### config.mk
export PLATFORM = sky130hd
export DESIGN_NAME = alu_core
export DESIGN_NICKNAME = d
export VERILOG_FILES = /design/src/isa_pkg.sv /design/src/pipe_pkg.sv /design/src/result_if.sv /design/src/alu_core.sv /design/src/alu_execute.sv /design/src/instr_decode.sv /design/src/issue_queue.sv /design/src/result_writeback.sv
export VERILOG_INCLUDE_DIRS = /design/src
export SDC_FILE = /design/constraint.sdc
export NUM_CORES = 2
export LEC_CHECK = 0
export BUFFER_PORTS_ARGS = -buffer_cell sky130_fd_sc_hd__buf_2
export CAP_MARGIN = 40
export CORE_AREA = 2 2 317 633
export DETAILED_ROUTE_END_ITERATION = 8
export DIE_AREA = 0 0 319 635
export PLACE_DENSITY = 0.43
export SKIP_LAST_GASP = 1
export SLEW_MARGIN = 20
export SYNTH_ARGS = -nofsm -noshare
export SYNTH_HDL_FRONTEND = slang
export SYNTH_SLANG_ARGS = --single-unit
### constraint.sdc
create_clock -name clk -period 6.2 [get_ports clk]
set_input_delay 0.31 -clock clk [delete_from_list [all_inputs] [get_ports clk]]
set_output_delay 0.31 -clock clk [all_outputs]
set_load 0.005 [all_outputs]
### src/pipe_config.svh
`ifndef PIPE_CONFIG_SVH
`define PIPE_CONFIG_SVH

// ****************************************
// Issue queue sizing.
// ****************************************

// Entries in the issue queue, a power of two.
`define QUEUE_SIZE 8

// Occupancy at which almost_full rises.
`define QUEUE_ALM_FULL 6

// ****************************************
// Execute and register file.
// ****************************************

`define REG_COUNT 16 // Architectural registers.

`define MUL_CYCLES 4 // Iterations of the multiplier.

`endif

### src/isa_pkg.sv
`default_nettype none

package isa_pkg;

    // Instruction opcodes. Codes 8 to 15 are reserved.
    typedef enum logic [3:0] {
        OP_LI  = 4'd0,
        OP_ADD = 4'd1,
        OP_SUB = 4'd2,
        OP_AND = 4'd3,
        OP_OR  = 4'd4,
        OP_XOR = 4'd5,
        OP_SLT = 4'd6,
        OP_MUL = 4'd7
    } opcode_t;

    typedef logic [3:0] reg_idx_t;

    // Instruction word, opcode in the top nibble.
    typedef struct packed {
        opcode_t            opcode;
        reg_idx_t           rd;
        reg_idx_t           rs1;
        reg_idx_t           rs2;
        logic signed [15:0] imm; // Only used by load-immediate.
    } instr_t;

endpackage

`default_nettype wire

### src/pipe_pkg.sv
`default_nettype none

package pipe_pkg;

    // Operation run by the execute stage.
    typedef enum logic [2:0] {
        FUNC_LI,
        FUNC_ADD,
        FUNC_SUB,
        FUNC_AND,
        FUNC_OR,
        FUNC_XOR,
        FUNC_SLT,
        FUNC_MUL
    } alu_func_t;

    // Issue queue payload.
    typedef struct packed {
        alu_func_t         func;
        isa_pkg::reg_idx_t rd;
        isa_pkg::reg_idx_t rs1;
        isa_pkg::reg_idx_t rs2;
        logic [31:0]       imm; // Already sign-extended.
    } decoded_op_t;

    // One retired result.
    typedef struct packed {
        isa_pkg::reg_idx_t rd;
        logic [31:0]       data;
    } retire_t;

endpackage

`default_nettype wire

### src/result_if.sv
`timescale 1ns/1ps
`default_nettype none

interface result_if;

    // Retire path, execute to register file.
    logic              retire_valid;
    pipe_pkg::retire_t retire;

    // Operand read ports, data one cycle after the address.
    isa_pkg::reg_idx_t rs1_addr;
    isa_pkg::reg_idx_t rs2_addr;
    logic [31:0]       rs1_data;
    logic [31:0]       rs2_data;

    modport exec (
        output retire_valid,
        output retire,
        output rs1_addr,
        output rs2_addr,
        input  rs1_data,
        input  rs2_data
    );

    modport wb (
        input  retire_valid,
        input  retire,
        input  rs1_addr,
        input  rs2_addr,
        output rs1_data,
        output rs2_data
    );

endinterface

`default_nettype wire

### src/alu_core.sv
`timescale 1ns/1ps
`default_nettype none

`include "pipe_config.svh"

module alu_core (
    input  wire                   clk,
    input  wire                   reset,
    input  wire                   instr_valid,
    input  wire isa_pkg::instr_t  instr,
    output logic                  queue_almost_full,
    output logic                  queue_full,
    output logic                  illegal_instr,
    output logic                  result_valid,
    output isa_pkg::reg_idx_t     result_rd,
    output logic [31:0]           result_data
);

    logic                  push;
    logic                  pop;
    pipe_pkg::decoded_op_t dec_op;
    pipe_pkg::decoded_op_t head;
    pipe_pkg::decoded_op_t head_next;
    logic                  q_empty;
    logic                  q_empty_next;

    result_if rf_if ();

    instr_decode decode_i (
        .clk         (clk),
        .reset       (reset),
        .instr_valid (instr_valid),
        .instr       (instr),
        .push        (push),
        .op          (dec_op),
        .illegal     (illegal_instr)
    );

    issue_queue #(
        .payload_t (pipe_pkg::decoded_op_t),
        .SIZE      (`QUEUE_SIZE)
    ) queue_i (
        .clk           (clk),
        .reset         (reset),
        .push          (push),
        .pop           (pop),
        .data_in       (dec_op),
        .data_out      (head),
        .data_out_next (head_next),
        .empty         (q_empty),
        .empty_next    (q_empty_next),
        .full          (queue_full),
        .almost_full   (queue_almost_full),
        .size          ()
    );

    alu_execute execute_i (
        .clk        (clk),
        .reset      (reset),
        .head       (head),
        .head_next  (head_next),
        .empty      (q_empty),
        .empty_next (q_empty_next),
        .pop        (pop),
        .rf         (rf_if.exec)
    );

    result_writeback writeback_i (
        .clk          (clk),
        .reset        (reset),
        .rf           (rf_if.wb),
        .result_valid (result_valid),
        .result_rd    (result_rd),
        .result_data  (result_data)
    );

endmodule

`default_nettype wire

### src/alu_execute.sv
`timescale 1ns/1ps
`default_nettype none

`include "pipe_config.svh"

module alu_execute (
    input  wire                        clk,
    input  wire                        reset,
    input  wire pipe_pkg::decoded_op_t head,
    input  wire pipe_pkg::decoded_op_t head_next,
    input  wire                        empty,
    input  wire                        empty_next,
    output logic                       pop,
    result_if.exec                     rf
);

    localparam int STEP = 32 / `MUL_CYCLES; // Multiplier bits per cycle.
    localparam int CNTW = $clog2(`MUL_CYCLES + 1);

    logic                  opnd_ok_r; // Read data matches the head.
    logic [CNTW-1:0]       mul_cnt_r;
    logic [31:0]           mul_a_r;
    logic [31:0]           mul_b_r;
    logic [31:0]           mul_acc_r;
    isa_pkg::reg_idx_t     mul_rd_r;
    logic [31:0]           mul_sum;
    logic [31:0]           alu_res;
    logic                  mul_busy;
    logic                  mul_done;
    logic                  is_mul;
    pipe_pkg::decoded_op_t rd_src;

    assign is_mul   = head.func == pipe_pkg::FUNC_MUL;
    assign mul_busy = mul_cnt_r != '0;
    assign mul_done = mul_cnt_r == CNTW'(1);
    assign pop      = !mul_busy && !empty && opnd_ok_r;

    // Address the op that will be the head next cycle.
    assign rd_src      = pop ? head_next : head;
    assign rf.rs1_addr = rd_src.rs1;
    assign rf.rs2_addr = rd_src.rs2;

    always_comb begin
        case (head.func)
            pipe_pkg::FUNC_LI:  alu_res = head.imm;
            pipe_pkg::FUNC_ADD: alu_res = rf.rs1_data + rf.rs2_data;
            pipe_pkg::FUNC_SUB: alu_res = rf.rs1_data - rf.rs2_data;
            pipe_pkg::FUNC_AND: alu_res = rf.rs1_data & rf.rs2_data;
            pipe_pkg::FUNC_OR:  alu_res = rf.rs1_data | rf.rs2_data;
            pipe_pkg::FUNC_XOR: alu_res = rf.rs1_data ^ rf.rs2_data;
            pipe_pkg::FUNC_SLT: alu_res = {31'b0, $signed(rf.rs1_data) < $signed(rf.rs2_data)};
            default:            alu_res = '0;
        endcase
    end

    // ****************************************
    // Iterative multiply, STEP bits a cycle.
    // ****************************************

    assign mul_sum = mul_acc_r + mul_a_r * {{(32 - STEP){1'b0}}, mul_b_r[STEP-1:0]};

    always_ff @(posedge clk) begin
        if (reset) begin
            opnd_ok_r <= 1'b0;
            mul_cnt_r <= '0;
        end else begin
            opnd_ok_r <= pop ? !empty_next : !empty;
            if (pop && is_mul)
                mul_cnt_r <= CNTW'(`MUL_CYCLES);
            else if (mul_busy)
                mul_cnt_r <= mul_cnt_r - 1'b1;
        end
    end

    always_ff @(posedge clk) begin
        if (pop && is_mul) begin
            mul_a_r   <= rf.rs1_data;
            mul_b_r   <= rf.rs2_data;
            mul_acc_r <= '0;
            mul_rd_r  <= head.rd;
        end else if (mul_busy) begin
            mul_a_r   <= mul_a_r << STEP;
            mul_b_r   <= mul_b_r >> STEP;
            mul_acc_r <= mul_sum;
        end
    end

    assign rf.retire_valid = (pop && !is_mul) || mul_done;
    assign rf.retire.rd    = mul_done ? mul_rd_r : head.rd;
    assign rf.retire.data  = mul_done ? mul_sum : alu_res;

    // Multiply holds the stage until it retires.
    mul_no_pop: assert property (@(posedge clk) disable iff (reset)
        pop && is_mul |=> !pop [*`MUL_CYCLES]);

endmodule

`default_nettype wire

### src/instr_decode.sv
`timescale 1ns/1ps
`default_nettype none

module instr_decode (
    input  wire                   clk,
    input  wire                   reset,
    input  wire                   instr_valid,
    input  wire isa_pkg::instr_t  instr,
    output logic                  push,
    output pipe_pkg::decoded_op_t op,
    output logic                  illegal
);

    logic                valid_r;
    isa_pkg::instr_t     instr_r;
    pipe_pkg::alu_func_t func;
    logic                legal;

    always_ff @(posedge clk) begin
        if (reset) begin
            valid_r <= 1'b0;
        end else begin
            valid_r <= instr_valid;
        end
    end

    always_ff @(posedge clk) begin
        instr_r <= instr;
    end

    // Opcode to ALU function.
    always_comb begin
        legal = 1'b1;
        case (instr_r.opcode)
            isa_pkg::OP_LI:  func = pipe_pkg::FUNC_LI;
            isa_pkg::OP_ADD: func = pipe_pkg::FUNC_ADD;
            isa_pkg::OP_SUB: func = pipe_pkg::FUNC_SUB;
            isa_pkg::OP_AND: func = pipe_pkg::FUNC_AND;
            isa_pkg::OP_OR:  func = pipe_pkg::FUNC_OR;
            isa_pkg::OP_XOR: func = pipe_pkg::FUNC_XOR;
            isa_pkg::OP_SLT: func = pipe_pkg::FUNC_SLT;
            isa_pkg::OP_MUL: func = pipe_pkg::FUNC_MUL;
            default: begin
                func  = pipe_pkg::FUNC_LI;
                legal = 1'b0; // Reserved opcode.
            end
        endcase
    end

    always_comb begin
        op.func = func;
        op.rd   = instr_r.rd;
        op.rs1  = instr_r.rs1;
        op.rs2  = instr_r.rs2;
        op.imm  = {{16{instr_r.imm[15]}}, instr_r.imm};
    end

    assign push    = valid_r && legal;
    assign illegal = valid_r && !legal;

endmodule

`default_nettype wire

### src/issue_queue.sv
`timescale 1ns/1ps
`default_nettype none

`include "pipe_config.svh"

module issue_queue #(
    parameter type payload_t = logic [31:0],
    parameter int  SIZE      = 8
) (
    input  wire                       clk,
    input  wire                       reset,
    input  wire                       push,
    input  wire                       pop,
    input  wire payload_t             data_in,
    output payload_t                  data_out,
    output payload_t                  data_out_next,
    output logic                      empty,
    output logic                      empty_next,
    output logic                      full,
    output logic                      almost_full,
    output logic [$clog2(SIZE+1)-1:0] size
);

    localparam int ADDRW    = $clog2(SIZE);
    localparam int SIZEW    = $clog2(SIZE + 1);
    localparam int ALM_FULL = `QUEUE_ALM_FULL;

    payload_t             mem [SIZE];
    payload_t             head_r;
    payload_t             head_n;
    logic [ADDRW-1:0]     wr_ptr_r;
    logic [ADDRW-1:0]     rd_ptr_n_r; // Slot after the head.
    logic [SIZEW-1:0]     used_r;
    logic                 full_r;
    logic                 almost_full_r;
    logic                 empty_r;
    logic                 empty_n;

    // ****************************************
    // Occupancy and flags.
    // ****************************************

    always_ff @(posedge clk) begin
        if (reset) begin
            used_r        <= '0;
            full_r        <= 1'b0;
            almost_full_r <= 1'b0;
        end else begin
            case ({push, pop})
                2'b10: begin
                    used_r <= used_r + 1'b1;
                    if (used_r == SIZEW'(SIZE - 1))
                        full_r <= 1'b1;
                    if (used_r == SIZEW'(ALM_FULL - 1))
                        almost_full_r <= 1'b1;
                end
                2'b01: begin
                    used_r <= used_r - 1'b1;
                    full_r <= 1'b0;
                    if (used_r == SIZEW'(ALM_FULL))
                        almost_full_r <= 1'b0;
                end
                default: ; // Push and pop together keep the count.
            endcase
        end
    end

    always_ff @(posedge clk) begin
        if (reset) begin
            wr_ptr_r   <= '0;
            rd_ptr_n_r <= ADDRW'(1);
        end else begin
            if (push)
                wr_ptr_r <= wr_ptr_r + 1'b1;
            if (pop)
                rd_ptr_n_r <= rd_ptr_n_r + 1'b1;
        end
    end

    // ****************************************
    // Storage and head register.
    // ****************************************

    always_ff @(posedge clk) begin
        if (push)
            mem[wr_ptr_r] <= data_in;
    end

    always_comb begin
        empty_n = empty_r;
        if (push && !pop)
            empty_n = 1'b0;
        else if (pop && !push && used_r == SIZEW'(1))
            empty_n = 1'b1;
    end

    // Bypass the array when the new entry becomes the head at once.
    always_comb begin
        head_n = head_r;
        if (push && (empty_r || (pop && used_r == SIZEW'(1))))
            head_n = data_in;
        else if (pop)
            head_n = mem[rd_ptr_n_r];
    end

    always_ff @(posedge clk) begin
        if (reset)
            empty_r <= 1'b1;
        else
            empty_r <= empty_n;
    end

    always_ff @(posedge clk) begin
        head_r <= head_n;
    end

    assign data_out      = head_r;
    assign data_out_next = head_n;
    assign empty         = empty_r;
    assign empty_next    = empty_n;
    assign full          = full_r;
    assign almost_full   = almost_full_r;
    assign size          = used_r;

    // The host has no back-pressure, so overflow is its error.
    push_not_full: assert property (@(posedge clk) disable iff (reset) push |-> !full_r);
    pop_not_empty: assert property (@(posedge clk) disable iff (reset) pop |-> !empty_r);

endmodule

`default_nettype wire

### src/result_writeback.sv
`timescale 1ns/1ps
`default_nettype none

`include "pipe_config.svh"

module result_writeback (
    input  wire               clk,
    input  wire               reset,
    result_if.wb              rf,
    output logic              result_valid,
    output isa_pkg::reg_idx_t result_rd,
    output logic [31:0]       result_data
);

    logic [31:0] regs [`REG_COUNT];

    // Read with bypass of a same-cycle retire. Register 0 is hardwired.
    function automatic logic [31:0] read_reg(
        input isa_pkg::reg_idx_t addr,
        input logic [31:0]       stored,
        input logic              wr_en,
        input pipe_pkg::retire_t wr
    );
        if (addr == '0)
            return '0;
        if (wr_en && wr.rd == addr)
            return wr.data;
        return stored;
    endfunction

    always_ff @(posedge clk) begin
        if (reset) begin
            for (int i = 0; i < `REG_COUNT; i++)
                regs[i] <= '0;
        end else if (rf.retire_valid && rf.retire.rd != '0) begin
            regs[rf.retire.rd] <= rf.retire.data;
        end
    end

    always_ff @(posedge clk) begin
        rf.rs1_data <= read_reg(rf.rs1_addr, regs[rf.rs1_addr], rf.retire_valid, rf.retire);
        rf.rs2_data <= read_reg(rf.rs2_addr, regs[rf.rs2_addr], rf.retire_valid, rf.retire);
    end

    // ****************************************
    // Retire report.
    // ****************************************

    always_ff @(posedge clk) begin
        if (reset)
            result_valid <= 1'b0;
        else
            result_valid <= rf.retire_valid;
    end

    always_ff @(posedge clk) begin
        result_rd   <= rf.retire.rd;
        result_data <= rf.retire.data; // Writes to r0 still report.
    end

endmodule

`default_nettype wire

# ---- Word level (Yosys, flattened, before mapping)
# Memories as Yosys holds them, arrays and structs flattened. A register that Yosys moved wholly into a read port is not among the register bits.
# Index checks and enable logic that the tools add are counted.
# Widths: inputs -> output; s select.
dict set report classes {
  multipliers 1
  n_lt_le_gt_ge 1
  mux 49
  n_addsub 8
  n_reduce_logical 36
  bitwise 3
  n_eq_ne 26
}
# operator count
set ops {}
lappend ops {{$mux 32} 14}
lappend ops {{$pmux 32 s7} 1}
lappend ops {{$mux 47} 2}
lappend ops {{$add 32x32->32} 2}
lappend ops {{$mux 40} 1}
lappend ops {{$and 32x32->32} 1}
lappend ops {{$lt 32x32->1} 1}
lappend ops {{$mul 32x8->32} 1}
lappend ops {{$or 32x32->32} 1}
lappend ops {{$reduce_or 32->1} 1}
lappend ops {{$sub 32x32->32} 1}
lappend ops {{$xor 32x32->32} 1}
lappend ops {{$eq 4x3->1 const B} 7}
lappend ops {{$mux 1} 21}
lappend ops {{$pmux 3 s7} 1}
lappend ops {{$logic_and 1x1->1} 14}
lappend ops {{$eq 3x3->1 const B} 4}
lappend ops {{$logic_not 4->1} 3}
lappend ops {{$mux 3} 4}
lappend ops {{$eq 4x1->1 const B} 2}
lappend ops {{$eq 4x2->1 const B} 2}
lappend ops {{$eq 4x4->1} 2}
lappend ops {{$mux 4} 2}
lappend ops {{$pmux 4 s2} 1}
lappend ops {{20 further kinds} 34}
dict set report totals {
  out_inout_bits 40
  ff_bits 298
  mem_count 2
  wordCells 155
  inputBits 35
  ram_bits 888
}
# memory words word_bits rd rd_ports_with_merged_regs write_ports line_no
set mem_list {}
lappend mem_list {writeback_i.regs 16 32 2 0 16 result_writeback.sv:15} ;# logic [31:0] regs [`REG_COUNT];
lappend mem_list {queue_i.mem 8 47 1 1 1 issue_queue.sv:28} ;# payload_t mem [SIZE];

# ---- Depth between registers and ports, before layout
dict set report logic_depth {
  ltp_word 15
  mapped_depth 23
  depth_no_buf 21
}

# ---- Hierarchy
# From an unflattened synthesis, not the netlist that was laid out.
dict set report hier_totals {
  cells_unflattened 5003
  hier_area_um2 65022.4
}
# mod seq_area_each_um2 instances area_each_um2 cells_each
set modules_own_cells {}
lappend modules_own_cells {result_writeback 17396.7 1 30152.7 1972}
lappend modules_own_cells {alu_execute 2762.6 1 17048.9 2106}
lappend modules_own_cells {issue_queue 12552.0 1 16792.4 842}
lappend modules_own_cells {instr_decode 660.6 1 1028.5 83}

# ---- Least setup slack after synthesis
# OpenSTA, ideal clock, no wires.
dict set report synth_timing {
  path_kind {register -> register}
  start {reg execute_i.mul_b_r[2]}
  end {mem writeback_i.regs[1][30], data pin}
  t_arrival_ns 5.521
  required_time_ns 5.934
  synth_period_minus_slack_ns 5.787
  path_slack_ns 0.413
  path_stages_with_launch 22
  path_buffers 3
  setup_ns 0.266
  path_cell_list {edfxtp_1 -> clkbuf_1 -> clkbuf_1 -> and2_1 -> fa_1 -> fa_1 -> fa_1 -> inv_1 -> fa_1 -> inv_1 -> ha_1 -> a21oi_1 -> o221ai_1 -> o31ai_1 -> a21oi_1 -> o31a_1 -> a211o_1 -> xor2_1 -> a22o_1 -> a21oi_2 -> clkbuf_1 -> nor2_1}
}
# element line_no
set synth_lines {}
lappend synth_lines {{start: declaration} alu_execute.sv:23} ;# logic [31:0] mul_b_r;
lappend synth_lines {{start signal: assignment} alu_execute.sv:78} ;# mul_b_r <= rf.rs2_data;
lappend synth_lines {{start signal: assignment} alu_execute.sv:83} ;# mul_b_r <= mul_b_r >> STEP;
lappend synth_lines {{end: declaration} result_writeback.sv:15}

==> metrics.csv <==
stage,metric,value,unit
place,pre_cts_slack,-241.8,ps
place,placed_cells_incl_taps,8524,
floorplanning,start_util,29.86,%
critical_path,max_stage_delay,530,ps
drt,wl_met1,80510,um
timing,skew,24.20,ps
cts,cts_buffers,95,
global_routing,grt_max_degree,104,
layout,final_cell_area,0.06905,mm^2
critical_path,cp_cell_sequence,"buf_12, buf_6, buf_12, and2_1, fa_1, fa_1, fa_1, inv_1, fa_1, inv_1, ha_1, a21o_1, a21o_1, a21oi_2, o21ai_4, o31a_1, a211o_1, xor2_2, a22o_1, a21oi_2, buf_12, buf_12, nor2_1",
drt,top_layer_used,met4,
cts,path_clk_slew,70,ps
timing,fin_crit_sh,98.73,%
place,dpl_cell_area,0.06473,mm^2
floorplanning,core_region_area,0.1977,mm^2
critical_path,slowest_stage,edfxtp_1,
global_routing,grtUsageTotal,23.15,%
critical_path,critical_path_class,flop to flop,
floorplanning,io_pins,75,
worst_hold_path,hp-class,primary input to flop,
layout,final_common_cell,nand2_1,
logic_synthesis,synth_flop_cell,edfxtp_1,
timing,setup_viol,0,
global_routing,antenna_found_initial,2,
logic_synthesis,yosysWarnings,0,
layout,nets,6490,
floorplanning,die_y,635,um
drt,drcViolationCount,0,
drt,wl_met2,130200,um
logic_synthesis,yosysTopAreaCellShare,43.29,%
place,io_buffers,74,
worst_hold_path,hp-start,reset,
global_routing,grt_pass1_vias,48380,
layout,final_cells,8767,
critical_path,crit_required,6630,ps
timing,relSlewSlack,36.49,%
critical_path,r2r_slack,80,ps
critical_path,timing.rr.start,execute_i.mul_b_r[4],
layout,post-route-util,34.93,%
critical_path,start_kind,flop,
critical_path,cp_max_fo,8,
timing,slew_violations,0,
timing,fmax,163.4,MHz
layout,syn2layout_area_growth,16.96,%
timing,fin_ws,78.79,ps
logic_synthesis,synth_edf_count,851,
layout,drive_above_1_share,14.37,%
drt,wl_per_cell,27.45,um
timing,hold_viol,0,
run,drv_cap,0,
timing,tightest_slew,944.6,ps
critical_path,critPathArrivalTime,6550,ps
critical_path,rr_endpoint,writeback_i.regs[15][30],
logic_synthesis,ys_ff_latch,1045,
cts,cts_tree,done,
drt,wl,240700,um
floorplanning,rows,231,
place,dp_hpwl,166900,um
layout,final_cell_mix,"nand2_1, edfxtp_1, nor2_1",
drt,drt_pass1_iterations,6,
timing,grt_setup_unrepaired,yes,
drt,first_iter_violations,4313,
cts,cts.htree.levels,3,
critical_path,cp-startpoint,execute_i.mul_b_r[4],
cts,max-clock-path-buffers,3,
logic_synthesis,yosysTopAreaCell,edfxtp_1,
place,place_congestion,0.9733,
worst_hold_path,min_to,queue_i.size[3],
logic_synthesis,yosys.cell_types.count,94,
global_routing,grt_pass1_wl,341200,um
cts,clock-sinks,1045,
timing,fin_crit,6121,ps
drt,ant_nets,0,
floorplanning,dieArea,0.2026,mm^2
worst_hold_path,worstHoldPathCells,2,
logic_synthesis,seq_area_frac_synth,49.87,%
critical_path,r2r_cells,23,
logic_synthesis,ys_top_cells_by_area,"edfxtp_1, nand2_1, dfxtp_1",
floorplanning,die_w,319,um
logic_synthesis,syn_avg_cell_area,9.972,um^2
critical_path,end_kind,flop,
drt,viasPerCell,5.394,
logic_synthesis,async_flop_share,0,%
logic_synthesis,netlist_area,0.05904,mm^2
drt,dr_total_vias,47290,
cts,root_buffer,clkbuf_16,
status,outcome,finished clean,
cts,clk_latency,700,ps
drt,routed-wl-met3,11730,um
global_routing,overflow,0,
logic_synthesis,syn-instance-count,5920,
[worst max-delay path: cells and delay by family, from the launching register on]
family,cells,cell delay [ps]
fa+ha+maj,5,2220
compound gates,8,1920
buf+inv,7,800
flops,1,530
simple gates,2,190
xor+xnor,1,170
[synth_stat cells, types with 19 or more instances]
library cell  count
mux2_2           56
nor2_1          607
o21ai_0         103
buf_1            47
and3_1          162
a21o_1           29
nand2_1        1253
o21bai_1         20
mux4_2           64
mux2i_1          55
xor2_1           19
dfxtp_1         194
a211oi_1         66
a22o_1           26
inv_1           395
edfxtp_1        851
a221oi_1         20
xnor2_1          56
o22ai_1         110
nand4_1          22
a21oi_1         174
nand2b_1         45
nor3_1           56
ha_1            149
a31oi_1         122
clkbuf_1        279
nor2b_1          21
a22oi_1          22
a311oi_1         67
nand3_1         164
o31ai_1          23
fa_1            188
and2_1          159
buf_2            72
[logic make-up after synthesis]
kind of cell    synth area share [%]
compound gates                 11.10
xor+xnor                       1.113
fa+ha+maj                      9.533
buf+inv                        5.354
flops                          49.87
mux                            4.442
other cells                 0.006352
simple gates                   18.58
[area by class of cell]
cell class	instances	area, um^2
fillers	20010	128600
flip-flops and latches	1045	29440
multi-input cells	4100	27240
repair buffers	476	4340
well taps	2563	3207
clock buffers	121	2691
inverters	400	1501
clock inverters	59	618.1
diodes	3	7.507
[worst max path at each step]
stage,to,depth (start not counted)
floorplan,writeback_i.regs[1][30],21
global placement,writeback_i.regs[5][30],25
detailed placement,writeback_i.regs[6][30],25
CTS,writeback_i.rf.rs1_data[23],23
global route,writeback_i.regs[4][30],23
finish,writeback_i.regs[15][30],23
[sequential cells by signal (all words and copies together), names as in the netlist, 3 cells and up, named ones only]
signal and count:
execute_i.mul_rd_r 4, execute_i.mul_a_r 32, writeback_i.result_rd 4, writeback_i.rf.rs1_data 32, decode_i.op 28, queue_i.data_out 15
queue_i.size 4, execute_i.mul_b_r 32, execute_i.mul_acc_r 32, writeback_i.rf.rs2_data 32, execute_i.mul_cnt_r 3, queue_i.wr_ptr_r 3
queue_i.rd_ptr_n_r 3, writeback_i.regs 512, queue_i.mem 248, writeback_i.result_data 32, decode_i.instr_r 4
[per-layer routing]
layer	vias up	global-route usage [%]
met2	1977	44.35
met3	699	2.344
met4	0	15.37
met5	-	0
li1	20940	-
met1	23670	23.46
[stage by stage]
stage	setup TNS [ps]	hold slack, ps
6_report	0	108.8
5_1_grt	-2248	112.8
4_1_cts	0	79.37
3_5_place_dp	-6216	413.6
3_3_place_gp	-10880	413.4
2_1_floorplan	0	337.7
[repair_timing]
item / CTS / global route
endpoints found under the hold margin: 33 / 0
hold buffers: 33 / 0
endpoints found under the setup margin: 104 / 120
gates cloned: 0 / 5
resized for setup: 27 / 47
setup buffers: 10 / 10
pin swaps: 11 / 31
Power is not shown: default switching activity piles up to over one toggle a cycle in this logic, so the estimate is an artifact.
